File: config.mk
export PLATFORM = sky130hd
export DESIGN_NAME = tx_engine_top
export DESIGN_NICKNAME = d
export VERILOG_FILES = /design/src/hdl/pcie_desc_pkg.sv /design/src/hdl/tx_ctrl_pkg.sv /design/src/hdl/cc_completer.sv /design/src/hdl/rq_write_requester.sv /design/src/hdl/latency_logger.sv /design/src/hdl/tx_engine_top.sv
export VERILOG_INCLUDE_DIRS = /design/src /design/src/hdl
export SDC_FILE = /design/constraint.sdc
export NUM_CORES = 1
export LEC_CHECK = 0
export BUFFER_PORTS_ARGS = -buffer_cell sky130_fd_sc_hd__buf_2
export CORE_AREA = 2 2 341 343
export DETAILED_ROUTE_END_ITERATION = 16
export DIE_AREA = 0 0 343 345
export PLACE_DENSITY = 0.39
export SLEW_MARGIN = 5
export SYNTH_ARGS = -nofsm -noshare
export SYNTH_HDL_FRONTEND = slang
export SYNTH_SLANG_ARGS = --single-unit
File: constraint.sdc
create_clock -name clk -period 5.9 [get_ports clk]
set_clock_uncertainty 0.1 [all_clocks]
set_input_delay 0.295 -clock clk [delete_from_list [all_inputs] [get_ports clk]]
set_output_delay 0.295 -clock clk [all_outputs]
set_load 0.005 [all_outputs]
File: src/hdl/tx_engine_defs.svh
/*
   widths and fixed field codes for the pcie tx engine
   include in every rtl or sim file that sizes a stream, counter or timestamp
*/
`ifndef TX_ENGINE_DEFS_SVH
`define TX_ENGINE_DEFS_SVH

// --------------------
// stream geometry
// --------------------
`define TX_DATA_W    256   // axis data, one beat
`define TX_KEEP_W    8     // one keep bit per dword
`define TX_BEAT_DW   8     // dwords carried per beat
`define CC_USER_W    33    // completer completion tuser
`define RQ_USER_W    60    // requester request tuser

// --------------------
// counters
// --------------------
`define TS_W         64    // free running timestamp
`define ECHO_CNT_W   14    // pending echo triggers
`define DW_CNT_W     10    // dword count of one tlp

// --------------------
// field codes
// --------------------
`define REQ_TYPE_MWR 4'd1  // memory write request

`endif

File: src/hdl/pcie_desc_pkg.sv
/*
   descriptor layouts for the 256-bit pcie streams
   cc_desc_t is the 3dw completion header plus one data dword,
   rq_desc_t the requester header; both sit in the low 128 bits of a beat
*/
package pcie_desc_pkg;

   typedef logic [3:0] req_type_t;   // rq request type field

   // completer completion, dword 3 first in the packed order
   typedef struct packed {
      logic [31:0] rd_data;        // dword 3
      logic        force_ecrc;     // dword 2
      logic [2:0]  attr;
      logic [2:0]  tc;
      logic        compl_id_en;
      logic [15:0] completer_id;
      logic [7:0]  tag;
      logic [15:0] requester_id;   // dword 1
      logic        rsvd_1;
      logic        poisoned;
      logic [2:0]  status;         // 000 successful completion
      logic [10:0] dword_count;
      logic [2:0]  rsvd_0b;        // dword 0, locked read in bit 29
      logic [12:0] byte_count;
      logic [5:0]  rsvd_0a;
      logic [1:0]  addr_type;
      logic        rsvd_0;
      logic [6:0]  lower_addr;
   } cc_desc_t;

   // requester request, address in dwords 0-1
   typedef struct packed {
      logic        force_ecrc;     // dword 3
      logic [2:0]  attr;
      logic [2:0]  tc;
      logic        req_id_en;
      logic [15:0] completer_id;
      logic [7:0]  tag;
      logic [15:0] requester_id;   // dword 2
      logic        poisoned;
      req_type_t   req_type;
      logic [10:0] dword_count;
      logic [61:0] addr;           // byte address bits 63:2
      logic [1:0]  addr_type;
   } rq_desc_t;

endpackage

File: src/hdl/tx_ctrl_pkg.sv
/*
   control types shared by the requester, the latency logger and the top
   sequencer state, tlp tag and log bram address
*/
package tx_ctrl_pkg;

   // --------------------
   // requester sequencer
   // --------------------
   typedef enum logic [1:0] {
      RQ_IDLE,      // waiting for start or echo credit
      RQ_PAYLOAD    // header out, payload beats pending
   } rq_state_t;

   typedef logic [7:0] tag_t;   // {tlp count, side bit}

   // --------------------
   // latency log
   // --------------------
   // 14 bits covers the largest log of 16384 entries
   typedef logic [13:0] log_addr_t;

endpackage

File: src/hdl/cc_completer.sv
/*
   completer completion for one-dword reads
   sends one beat on the cc stream two cycles after req_compl_i,
   holds it until cc_tready_i and pulses compl_done_o once per completion
*/
`timescale 1ns/10ps
`include "tx_engine_defs.svh"

module cc_completer
   import pcie_desc_pkg::*;
(
   input  logic                  clk,
   input  logic                  init_rst_i,
   input  logic                  req_compl_i,   // level from rx side
   input  logic [2:0]            req_tc_i,
   input  logic [1:0]            req_attr_i,
   input  logic [9:0]            req_len_i,
   input  logic [15:0]           req_rid_i,
   input  logic [7:0]            req_tag_i,
   input  logic [3:0]            req_be_i,
   input  logic [6:0]            req_addr_i,
   input  logic [31:0]           rd_data_i,
   input  logic                  cc_tready_i,
   output logic [`TX_DATA_W-1:0] cc_tdata_o,
   output logic [`TX_KEEP_W-1:0] cc_tkeep_o,
   output logic [`CC_USER_W-1:0] cc_tuser_o,
   output logic                  cc_tlast_o,
   output logic                  cc_tvalid_o,
   output logic                  compl_done_o
);

   logic        req_compl_q;    // registered request level
   logic        cc_valid_q;     // completion waiting on the bus
   logic        compl_done_q;
   logic        load_cpl;
   logic [12:0] byte_count;
   logic [1:0]  be_idx;         // lowest enabled byte
   cc_desc_t    desc_next;
   cc_desc_t    cc_desc_q;

   // byte count from first/last enabled byte
   always_comb begin
      casez (req_be_i)
         4'b1??1:                   byte_count = 13'd4;
         4'b01?1, 4'b1?10:          byte_count = 13'd3;
         4'b0011, 4'b0110, 4'b1100: byte_count = 13'd2;
         default:                   byte_count = 13'd1;   // single byte or none
      endcase
   end

   always_comb begin
      casez (req_be_i)
         4'b???1: be_idx = 2'd0;
         4'b??10: be_idx = 2'd1;
         4'b?100: be_idx = 2'd2;
         4'b1000: be_idx = 2'd3;
         default: be_idx = 2'd0;   // no enable set
      endcase
   end

   // --------------------
   // descriptor
   // --------------------
   always_comb begin
      desc_next              = '0;            // completer id 0, status successful
      desc_next.rd_data      = rd_data_i;
      desc_next.attr         = {1'b0, req_attr_i};
      desc_next.tc           = req_tc_i;
      desc_next.tag          = req_tag_i;
      desc_next.requester_id = req_rid_i;
      desc_next.dword_count  = {1'b0, req_len_i};
      desc_next.byte_count   = byte_count;
      desc_next.lower_addr   = {req_addr_i[4:0], be_idx};
   end

   assign load_cpl = !cc_valid_q && req_compl_q && !compl_done_q;

   always_ff @(posedge clk) begin
      if (init_rst_i) begin
         req_compl_q  <= 1'b0;
         cc_valid_q   <= 1'b0;
         compl_done_q <= 1'b0;
      end else begin
         req_compl_q  <= req_compl_i;
         compl_done_q <= load_cpl;            // one cycle pulse
         if (load_cpl) begin
            cc_valid_q <= 1'b1;
         end else if (cc_valid_q && cc_tready_i) begin
            cc_valid_q <= 1'b0;               // beat taken
         end
      end
   end

   always_ff @(posedge clk) begin
      if (load_cpl) cc_desc_q <= desc_next;   // held through back-pressure
   end

   assign cc_tdata_o   = {{(`TX_DATA_W - 128){1'b0}}, cc_desc_q};
   assign cc_tkeep_o   = `TX_KEEP_W'(8'h0F);  // 3dw header + 1 data dword
   assign cc_tuser_o   = '0;
   assign cc_tlast_o   = cc_valid_q;          // single beat tlp
   assign cc_tvalid_o  = cc_valid_q;
   assign compl_done_o = compl_done_q;

   // beat stays on the bus until the core takes it
   a_cc_hold : assert property (@(posedge clk) disable iff (init_rst_i)
      cc_tvalid_o && !cc_tready_i |=> cc_tvalid_o && $stable(cc_tdata_o));

endmodule

File: src/hdl/rq_write_requester.sv
/*
   requester memory write sequencer for the rq stream
   one header beat then len/8 payload beats carrying the payload counter
   starts on send_start_i or, on the echo side, once per stored echo trigger
*/
`timescale 1ns/10ps
`include "tx_engine_defs.svh"

module rq_write_requester
   import pcie_desc_pkg::*;
   import tx_ctrl_pkg::*;
(
   input  logic                  clk,
   input  logic                  init_rst_i,
   input  logic                  send_start_i,    // local start level
   input  logic                  echo_trigger_i,  // one pulse per received tlp
   input  logic                  echo_mode_i,
   input  logic [31:0]           target_addr_i,
   input  logic [31:0]           sender_addr_i,
   input  logic [9:0]            mwr_len_i,       // dword count in multiples of 8
   input  logic [3:0]            mwr_fbe_i,
   input  logic [3:0]            mwr_lbe_i,
   input  logic                  latency_reset_i,
   input  logic                  send_stop_i,     // log full so no new header
   input  logic                  rq_tready_i,
   output logic [`TX_DATA_W-1:0] rq_tdata_o,
   output logic [`TX_KEEP_W-1:0] rq_tkeep_o,
   output logic [`RQ_USER_W-1:0] rq_tuser_o,
   output logic                  rq_tlast_o,
   output logic                  rq_tvalid_o,
   output logic                  tlp_end_o
);

   rq_state_t              state_q;
   logic [`DW_CNT_W-1:0]   dw_left_q;     // dwords not yet issued
   logic [6:0]             tlp_cnt_q;     // upper tag bits
   logic [`ECHO_CNT_W-1:0] echo_cnt_q;    // echo triggers not yet answered
   logic [`DW_CNT_W-1:0]   pay_cnt_q;     // payload word, one per tlp
   logic [`TX_DATA_W-1:0]  tdata_q;
   logic                   tvalid_q;
   logic                   tlast_q;
   logic                   tlp_end_q;
   logic [3:0]             first_be_q;
   logic [3:0]             last_be_q;
   logic                   receiver_side;
   logic                   echo_ready;
   logic                   hdr_go;
   logic                   echo_hdr;
   logic                   echo_inc;
   logic                   last_beat;
   tag_t                   tag;
   rq_desc_t               hdr;

   // echo board sees its own target equal to the sender address
   assign receiver_side = (target_addr_i == sender_addr_i);
   assign echo_ready    = (|echo_cnt_q) && echo_mode_i && receiver_side;
   assign hdr_go        = (state_q == RQ_IDLE) && rq_tready_i && !send_stop_i
                          && (send_start_i || echo_ready);
   assign echo_hdr      = hdr_go && echo_ready;        // consumes one credit
   assign echo_inc      = echo_trigger_i && receiver_side;
   assign last_beat     = (state_q == RQ_PAYLOAD) && rq_tready_i
                          && (dw_left_q == `DW_CNT_W'(`TX_BEAT_DW));
   assign tag           = {tlp_cnt_q, !receiver_side}; // sides never share a tag

   always_comb begin
      hdr             = '0;
      hdr.tag         = tag;
      hdr.req_type    = `REQ_TYPE_MWR;
      hdr.dword_count = {1'b0, mwr_len_i};
      hdr.addr        = {32'd0, target_addr_i[31:2]};  // dword aligned
   end

   // --------------------
   // counters
   // --------------------
   always_ff @(posedge clk) begin
      if (init_rst_i || latency_reset_i) begin
         tlp_cnt_q  <= '0;
         echo_cnt_q <= '0;
         pay_cnt_q  <= '0;
      end else begin
         if (hdr_go) tlp_cnt_q <= tlp_cnt_q + 7'd1;   // wraps at 127
         if (last_beat) pay_cnt_q <= pay_cnt_q + 1'b1; // wraps at 1023
         case ({echo_inc, echo_hdr})
            2'b10:   echo_cnt_q <= echo_cnt_q + 1'b1;
            2'b01:   echo_cnt_q <= echo_cnt_q - 1'b1;
            default: echo_cnt_q <= echo_cnt_q;          // both or neither
         endcase
      end
   end

   // --------------------
   // sequencer
   // --------------------
   always_ff @(posedge clk) begin
      if (init_rst_i) begin
         state_q   <= RQ_IDLE;
         dw_left_q <= '0;
         tvalid_q  <= 1'b0;
         tlast_q   <= 1'b0;
         tlp_end_q <= 1'b0;
      end else begin
         tlp_end_q <= last_beat;
         case (state_q)
            RQ_IDLE: begin
               if (hdr_go) begin
                  state_q   <= RQ_PAYLOAD;
                  dw_left_q <= mwr_len_i;
                  tvalid_q  <= 1'b1;
                  tlast_q   <= 1'b0;
               end else if (rq_tready_i) begin
                  tvalid_q  <= 1'b0;          // last beat gone so the bus is idle
                  tlast_q   <= 1'b0;
               end
            end
            RQ_PAYLOAD: begin
               if (rq_tready_i) begin
                  dw_left_q <= dw_left_q - `DW_CNT_W'(`TX_BEAT_DW);
                  tlast_q   <= last_beat;
                  if (last_beat) state_q <= RQ_IDLE;
               end
            end
            default: state_q <= RQ_IDLE;
         endcase
      end
   end

   // beat contents only change when a new beat is issued
   always_ff @(posedge clk) begin
      if (hdr_go) begin
         tdata_q    <= {{(`TX_DATA_W - 128){1'b0}}, hdr};
         first_be_q <= mwr_fbe_i;
         last_be_q  <= mwr_lbe_i;
      end else if (state_q == RQ_PAYLOAD && rq_tready_i) begin
         tdata_q    <= {{(`TX_DATA_W - `DW_CNT_W){1'b0}}, pay_cnt_q};
      end
   end

   assign rq_tdata_o  = tdata_q;
   assign rq_tkeep_o  = '1;                   // header and payload are full beats
   assign rq_tuser_o  = {{(`RQ_USER_W - 8){1'b0}}, last_be_q, first_be_q};
   assign rq_tlast_o  = tlast_q;
   assign rq_tvalid_o = tvalid_q;
   assign tlp_end_o   = tlp_end_q;

   // a beat stays on the bus unchanged until the core takes it
   a_rq_hold : assert property (@(posedge clk) disable iff (init_rst_i)
      rq_tvalid_o && !rq_tready_i |=> rq_tvalid_o && $stable(rq_tdata_o)
                                      && $stable(rq_tlast_o));
   a_rq_len : assert property (@(posedge clk) disable iff (init_rst_i)
      hdr_go |-> (mwr_len_i != '0) && (mwr_len_i[2:0] == 3'd0));

endmodule

File: src/hdl/latency_logger.sv
/*
   timestamp counter and latency log writer
   one bram write per finished tlp; the log either wraps or,
   in one-shot mode, raises send_stop_o once the last entry is written
*/
`timescale 1ns/10ps
`include "tx_engine_defs.svh"

module latency_logger
   import tx_ctrl_pkg::*;
#(
   parameter int LOG_DEPTH = 16384   // entries, at most 16384
) (
   input  logic             clk,
   input  logic             init_rst_i,
   input  logic             send_start_i,
   input  logic             latency_reset_i,
   input  logic             tlp_end_i,        // last payload beat issued
   input  logic             log_continue_i,   // 1 wrap, 0 stop when full
   output logic [`TS_W-1:0] latency_count_o,  // also the bram write data
   output logic             log_wr_en_o,
   output log_addr_t        log_addr_o,
   output logic             send_stop_o
);

   localparam log_addr_t LOG_LAST = log_addr_t'(LOG_DEPTH - 1);

   // timestamp, counts while sending is enabled
   always_ff @(posedge clk) begin
      if (init_rst_i || latency_reset_i) begin
         latency_count_o <= '0;
      end else if (send_start_i) begin
         latency_count_o <= latency_count_o + 1'b1;
      end
   end

   // --------------------
   // log address and stop
   // --------------------
   always_ff @(posedge clk) begin
      if (init_rst_i) begin
         log_wr_en_o <= 1'b0;
         log_addr_o  <= '0;
         send_stop_o <= 1'b0;
      end else begin
         log_wr_en_o <= tlp_end_i && !send_stop_o;   // no writes past a full log
         if (latency_reset_i) begin
            log_addr_o  <= '0;
            send_stop_o <= 1'b0;
         end else if (log_wr_en_o) begin
            if (log_addr_o != LOG_LAST) begin
               log_addr_o <= log_addr_o + 1'b1;      // advance after the write
            end else if (log_continue_i) begin
               log_addr_o <= '0;                     // wrap
            end else begin
               send_stop_o <= 1'b1;                  // full, address stays
            end
         end
      end
   end

   // relies on tlp_end pulses being at least two cycles apart
   a_no_wr_stop : assert property (@(posedge clk) disable iff (init_rst_i)
      send_stop_o |-> !log_wr_en_o);

endmodule

File: src/hdl/tx_engine_top.sv
/*
   transmit side of the pcie test engine
   completer completions on cc, memory write tlps on rq,
   and the latency timestamp with its log bram write port
*/
`timescale 1ns/10ps
`include "tx_engine_defs.svh"

module tx_engine_top
   import tx_ctrl_pkg::*;
#(
   parameter int LOG_DEPTH = 16384
) (
   input  logic                  clk,
   input  logic                  init_rst_i,
   // cc stream
   output logic [`TX_DATA_W-1:0] cc_tdata_o,
   output logic [`TX_KEEP_W-1:0] cc_tkeep_o,
   output logic                  cc_tlast_o,
   output logic [`CC_USER_W-1:0] cc_tuser_o,
   output logic                  cc_tvalid_o,
   input  logic                  cc_tready_i,
   // rq stream
   output logic [`TX_DATA_W-1:0] rq_tdata_o,
   output logic [`TX_KEEP_W-1:0] rq_tkeep_o,
   output logic                  rq_tlast_o,
   output logic [`RQ_USER_W-1:0] rq_tuser_o,
   output logic                  rq_tvalid_o,
   input  logic                  rq_tready_i,
   // completion request from rx
   input  logic                  req_compl_i,
   input  logic [2:0]            req_tc_i,
   input  logic [1:0]            req_attr_i,
   input  logic [9:0]            req_len_i,
   input  logic [15:0]           req_rid_i,
   input  logic [7:0]            req_tag_i,
   input  logic [3:0]            req_be_i,
   input  logic [6:0]            req_addr_i,
   input  logic [31:0]           rd_data_i,
   output logic                  compl_done_o,
   // write settings
   input  logic                  send_start_i,
   input  logic                  echo_trigger_i,
   input  logic                  echo_mode_i,
   input  logic [31:0]           target_addr_i,
   input  logic [31:0]           sender_addr_i,
   input  logic [9:0]            mwr_len_i,
   input  logic [3:0]            mwr_fbe_i,
   input  logic [3:0]            mwr_lbe_i,
   // latency and log bram
   input  logic                  latency_reset_i,
   input  logic                  log_continue_i,
   output logic [`TS_W-1:0]      latency_count_o,
   output logic                  log_wr_en_o,
   output log_addr_t             log_addr_o,
   output logic                  send_stop_o
);

   logic tlp_end;   // requester to logger

   cc_completer i_cc_completer (.*);

   rq_write_requester i_rq_write_requester (
      .*,
      .send_stop_i (send_stop_o),
      .tlp_end_o   (tlp_end)
   );

   latency_logger #(
      .LOG_DEPTH (LOG_DEPTH)
   ) i_latency_logger (
      .*,
      .tlp_end_i (tlp_end)
   );

endmodule

==> results by group, run 1 <==
Global routing
  • Global route hottest layer: met2
  • Met2 Use GR: 13.4%
  • First-pass GRT wire length: 65200 um
  • Met1 usage: 8.05%
  • GRT Resource Usage Total: 7.49%
  • Vias in the first global route: 9681
  • Initial antenna violation count: 7
  • Met3 usage: 2.65%
  • Largest net degree at the start of global routing: 82
  • Total grt overflow: 0

Worst setup path
  • Crit Path Class: input port to flop
  • Worst Path Arrival: 5.07 ns
  • Critical R2R Launch: i_rq_write_requester.state_q[0]
  • Reg2Reg Setup Slack: 1.54 ns
  • Crit Reg-Reg Endpoint: i_rq_write_requester.echo_cnt_q[12]
  • Worst Setup Start Kind: input port
  • Critical Path End Type: flop
  • Req. time, crit path: 6.27 ns
  • R2R depth: 12
  • Crit-path max FO: 14

Floorplan
  • I/O pin count: 880
  • Starting Density: 12.8%
  • Rows: 125
  • Chip width: 343 um
  • DIE HEIGHT: 345 um
  • DIE AREA: 118000 um2
  • Core area: 115000 um2

Synth
  • Top post-synthesis cells by area: edfxtp_1 (28%), buf_4 (25%), dfxtp_1 (18%)
  • Main flop type after synthesis: edfxtp_1
  • Synthesized area per cell: 10.1 um2
  • Area leader, netlist: edfxtp_1
  • Post-synth EDFFs: 137
  • Commonest cells in the synthesized netlist: buf_4 (485), edfxtp_1 (137), nor2_1 (135), dfxtp_1 (131), xor2_1 (87)
  • Ys Warns: 0
  • Cells after synthesis: 1463
  • Top-area cell type share of the netlist area: 27.8%
  • Mapped cell area: 14800 um2
  • Yosys cell types: 60
  • Sequential-to-total area share from yosys stat: 45.6%
  • Synth async-reset ratio: 0%
  • Most common cell in the netlist: buf_4
  • Synth Register Bits: 268

STA
  • TNS Setup: 0 ns
  • Max Slew Vio Count: 0
  • Worst Slack Setup Final: 1.20 ns
  • Setup-failing EPs final: 0
  • Period utilization: 79.6%
  • Max Clock Freq: 213 MHz
  • Hold Slack: 0.0508 ns
  • Tmin final: 4.70 ns
  • Max_slew headroom: 30.9%
  • Slew @ Worst Pin: 1.04 ns
  • RSZ-0062 raised after global routing: no
  • Final Hold Fails: 0

Route
  • First DRT Iteration DRCs: 393
  • Vias: 10400
  • DRC: 0
  • Antenna Nets Post-Route: 0
  • Via density: 2.93
  • Drt pass-1 iters: 6
  • Post-DR wirelength/cell: 13.4 um
  • DRT Wirelength: 47500 um

Final layout
  • Final cell count without fillers: 3553
  • Nets: 2191
  • Area of the multi-input gates: 6050 um2
  • Area delta synth->final: 30.3%
  • FILL cells: 13000
  • Layout cell share with drive strength beyond 1: 23.6%
  • Sequential Area: 6740 um2

Clock network
  • CTS buffer count: 37
  • Clk slew on worst S/H paths: 0.05 ns
  • Clock Latency Late Sink: 0.58 ns
  • Clk root buf: clkbuf_16
  • Clock Path Buffers: 3
  • CTS tree: built
  • CTS Hold Buffers Added: 126
  • Sink Count: 268
  • H-Tree Depth: 2
  • # resized after CTS: 0
  • Post-CTS Repair Setup Buffers: 0

Flow run
  • Max-cap violations: 0

Outcome
  • Status: complete, no violations

Worst hold path
  • Hold EP: i_rq_write_requester.dw_left_q[1]
  • Hold Crit Depth: 2
  • Worst hold-check path type: input port to flop
  • Worst Min Path Start: init_rst_i

Placed design
  • Placed cells: 3357
  • Pre-CTS setup slack: 1.17 ns
  • PortBufs: 396
  • DP HPWL: 37500 um
  • Final RePlAce weighted congestion: 0.736

Power and ir drop
  • Cell Pwr Density: 243 nW/um2
  • Total chip power: 4.68 mW
  • Maximum vdd drop: 0.145 mV
  • Leak Pwr: 8.24 nW
## state kept, by name, indices dropped and copies added, names as in the netlist, 4 cells and up
name and flops:
i_rq_write_requester.echo_cnt_q 14, i_rq_write_requester.tlp_cnt_q 7, i_rq_write_requester.pay_cnt_q 10, i_latency_logger.latency_count_o 64, i_rq_write_requester.first_be_q 4, i_rq_write_requester.rq_tdata_o 51, i_latency_logger.log_addr_o 14, i_rq_write_requester.dw_left_q 10
i_cc_completer.cc_tdata_o 81, i_rq_write_requester.last_be_q 4
## routing by layer
layer	share of wire, %	wire [um]	vias up
met5	0.055	26	-
met4	2.3	1100	4
met3	9.7	4600	56
met2	50	23700	524
met1	38	18100	4799
li1	-	-	5036
## stage by stage
stage	util [%]	instance area, um2
final	16.7	19300
after global routing	16.7	19300
after CTS	16.7	19300
after detailed placement	14.6	16800
after global placement	14.6	16800
after floorplan	-	16600
## how the worst max path moves through the flow
stage                                  from  slack, ns  cells after the start                                  end
after floorplan           sender_addr_i[31]       2.32                     13  i_rq_write_requester.echo_cnt_q[13]
after global placement     target_addr_i[6]       1.17                     13  i_rq_write_requester.echo_cnt_q[12]
after detailed placement   target_addr_i[6]       1.17                     13  i_rq_write_requester.echo_cnt_q[12]
after CTS                  target_addr_i[2]       1.24                     14  i_rq_write_requester.echo_cnt_q[12]
after global routing       target_addr_i[2]       0.88                     15  i_rq_write_requester.echo_cnt_q[13]
final                      target_addr_i[2]       1.20                     14  i_rq_write_requester.echo_cnt_q[12]
## cells in the final DEF, fill, tap and decap left out, types with 3 or more instances in the layout
master and n:
nand2b_1 6, mux2i_1 16, clkinv_16 3, dlygate4sd3_1 126, nor2_1 135, buf_2 396
nor4_1 14, nand4_1 26, clkbuf_1 17, buf_4 5, nor3_1 15, clkinvlp_4 3
nand4_2 3, edfxtp_1 137, and3_1 17, clkbuf_16 37, nand2_1 54, or3_1 14
a22o_1 8, nand3_1 40, and4_1 10, ha_1 18, conb_1 481, a21o_1 3
and2_1 50, inv_1 17, xnor2_1 35, a31oi_1 4, a211oi_1 4, clkbuf_8 3
dfxtp_1 131, o21ai_0 23, a21oi_1 36, nor3_2 5, xor2_1 87
## power breakdown
group	switching (mW)	total (mW)	internal, mW	leakage [nW]
clock	0.936	2.21	1.27	0.561
sequential	0.0225	2.05	2.03	2.36
combinational	0.251	0.417	0.167	5.32
## worst max-delay path: stages
cell	delay, ns
dlygate4sd3_1	0.53
buf_2	0.16
xor2_1	0.14
nor4_1	0.46
nand4_1	0.35
nor3_1	0.27
ha_1	0.60
ha_1	0.40
a2111oi_0	0.72
o21ai_0	0.31
a211oi_1	0.40
o21ai_0	0.18
mux2i_1	0.18
nand2_1	0.06
## cell families (layout without fill, tap and decap cells)
group                      after synthesis  count (layout)  share of synthesized area, %
muxes                                   16              16                          1.08
and+or+nand+nor                        412             412                          14.7
DFF                                    268             268                          45.6
buffers and inverters                  530             615                          25.8
AOI/OAI and AO/OA                       94              94                          3.93
xor gates and xnor gates               122             122                          7.23
adders and majority gates               19              19                          1.66
other                                    2             483                        0.0508
## area by class of cell
class / count / share of cell area [%]
Antenna cell: 2 / 0.0260
Tap cell: 1524 / 9.90
Inverter: 19 / 0.370
Clock buffer: 57 / 5.35
Sequential cell: 268 / 35.0
Multi-Input combinational cell: 1144 / 31.4
Clock inverter: 11 / 0.864
Timing Repair Buffer: 528 / 17.1
(Power assumes the default switching activity.)
==> run 2: changes to the inputs <==
Settings changed: CORE_AREA 2 2 341 343 to 2 2 344 346, DIE_AREA 0 0 343 345 to 0 0 346 348.
Clock period 5.9 ns to 4.8 ns, I/O delays scaled along.
==> results by group, run 2 (synthesis results as in run 1) <==
Outcome
  • Status: complete, no violations

Route
  • Drt pass-1 iters: 4
  • DRC: 0
  • First DRT Iteration DRCs: 385
  • Via density: 2.94
  • Post-DR wirelength/cell: 13.7 um
  • Antenna Nets Post-Route: 0
  • DRT Wirelength: 49100 um
  • Vias: 10500

Worst setup path
  • Crit-path max FO: 11
  • Crit Path Class: input port to flop
  • Crit path max-delay cell type: dlygate4sd3_1
  • Worst Path Arrival: 4.55 ns
  • Worst path max stage delay: 0.54 ns
  • Critical Path, Cell by Cell: dlygate4sd3_1, buf_2, xor2_1, nor4_1, nand4_1, buf_4, nor2_1, nand2_1, ha_1, buf_4, fa_1, a21o_1, a21oi_1, o21ai_0, a211oi_1, buf_4, xnor2_1, mux2i_1, nor2_1
  • Buf+Inv Stages, Crit Path: 5
  • Crit path max-delay family: buffers and inverters
  • Critical Path End Type: flop
  • Worst Setup Start Kind: input port
  • Req. time, crit path: 5.13 ns
  • Most Frequent Cell on Critical Path: buf_4

Global routing
  • Initial antenna violation count: 8
  • Total grt overflow: 0
  • GRT Resource Usage Total: 7.66%
  • Vias in the first global route: 9508
  • First-pass GRT wire length: 67100 um
  • Largest net degree at the start of global routing: 72

Floorplan
  • Starting Density: 12.6%
  • I/O pin count: 880
  • Rows: 126
  • Core area: 117000 um2
  • Chip width: 346 um
  • DIE AREA: 120000 um2
  • DIE HEIGHT: 348 um

Clock network
  • Post-CTS Repair Setup Buffers: 0
  • Clock Latency Late Sink: 0.58 ns
  • CTS tree: built
  • H-Tree Depth: 2
  • Sink Count: 268
  • Clk slew on worst S/H paths: 0.05 ns
  • # resized after CTS: 0
  • Clk root buf: clkbuf_16
  • Clock Path Buffers: 3
  • CTS buffer count: 37

STA
  • Setup-failing EPs final: 0
  • Max Clock Freq: 237 MHz
  • Tmin final: 4.22 ns
  • Max_slew headroom: 27.0%
  • Period utilization: 88.0%
  • Slew @ Worst Pin: 1.09 ns
  • RSZ-0062 raised after global routing: no
  • Hold Slack: 0.0532 ns
  • TNS Setup: 0 ns
  • Final Hold Fails: 0
  • Max Slew Vio Count: 0

Final layout
  • Most frequent cells in the layout: conb_1 (481), buf_2 (396), dlygate4sd3_1 (141)
  • Fin area: 19500 um2
  • Max reg flops: 81
  • Area delta synth->final: 32.0%
  • Nets: 2215
  • Most common cell after layout, fill and taps aside: conb_1
  • Layout cell share with drive strength beyond 1: 24.1%

Worst hold path
  • Worst hold-check path type: input port to flop

Placed design
  • Final RePlAce weighted congestion: 0.758
  • Placed Area: 16900 um2
  • PortBufs: 396
  • DP HPWL: 38200 um

Power and ir drop
  • Cell Pwr Density: 298 nW/um2
  • Maximum vdd drop: 0.188 mV
  • Leak Pwr: 8.38 nW

Flow run
  • Max-cap violations: 0
-- run 2: area by class of cell --
| cell class | instances | area, um2 |
|---|---|---|
| multi-input cells | 1144 | 6040 |
| well taps | 1536 | 1920 |
| flip-flops and latches | 268 | 6740 |
| repair buffers | 552 | 3530 |
| inverters | 19 | 71.3 |
| diodes | 4 | 10.0 |
| clock inverters | 19 | 184 |
| fillers | 13200 | 97500 |
| clock buffers | 48 | 1020 |
-- run 2: tightest hold or removal path, cell delays in order --
cell and delay, ns:
buf_2 0.20, xnor2_1 0.19, nor2_1 0.03
-- run 2: worst paths after layout --
kind / from / to / slack, ns / cells after the start
worst max register to register: i_rq_write_requester.state_q[0] / i_rq_write_requester.echo_cnt_q[13] / 1.17 / 14
worst min register to register: i_rq_write_requester.tlp_end_o / i_latency_logger.log_wr_en_o / 0.36 / 1
worst min-delay path: send_start_i / i_latency_logger.latency_count_o[0] / 0.05 / 3
worst max-delay path: target_addr_i[28] / i_rq_write_requester.echo_cnt_q[10] / 0.58 / 19
-- run 2: power breakdown --
part | total, mW | switching, mW | internal, mW
logic | 0.533 | 0.316 | 0.217
clock network | 2.75 | 1.14 | 1.62
registers | 2.52 | 0.0275 | 2.49
-- run 2: per-layer routing --
metal | share of wire (%) | global-route usage [%]
met5 | 0.11 | 0
met4 | 2.6 | 2.87
met3 | 10 | 3.52
met2 | 52 | 13.9
met1 | 35 | 7.60
-- run 2: through the flow --
stage | setup WS (ns) | util [%] | cells | total power [mW]
global placement | 0.497 | 14.4 | 3378 | 3.01
finish | 0.578 | 16.7 | 3590 | 5.81
floorplan | 1.27 | - | 1942 | 3.06
CTS | 0.632 | 16.7 | 3586 | 5.99
detailed placement | 0.557 | 14.4 | 3378 | 3.01
global route | 0.377 | 16.7 | 3587 | 6.13
-- run 2: repair_timing --
item / 4_1_cts / 5_1_grt
hold endpoints to repair: 147 / 0
setup endpoints to repair: 0 / 0
hold buffers: 141 / 0
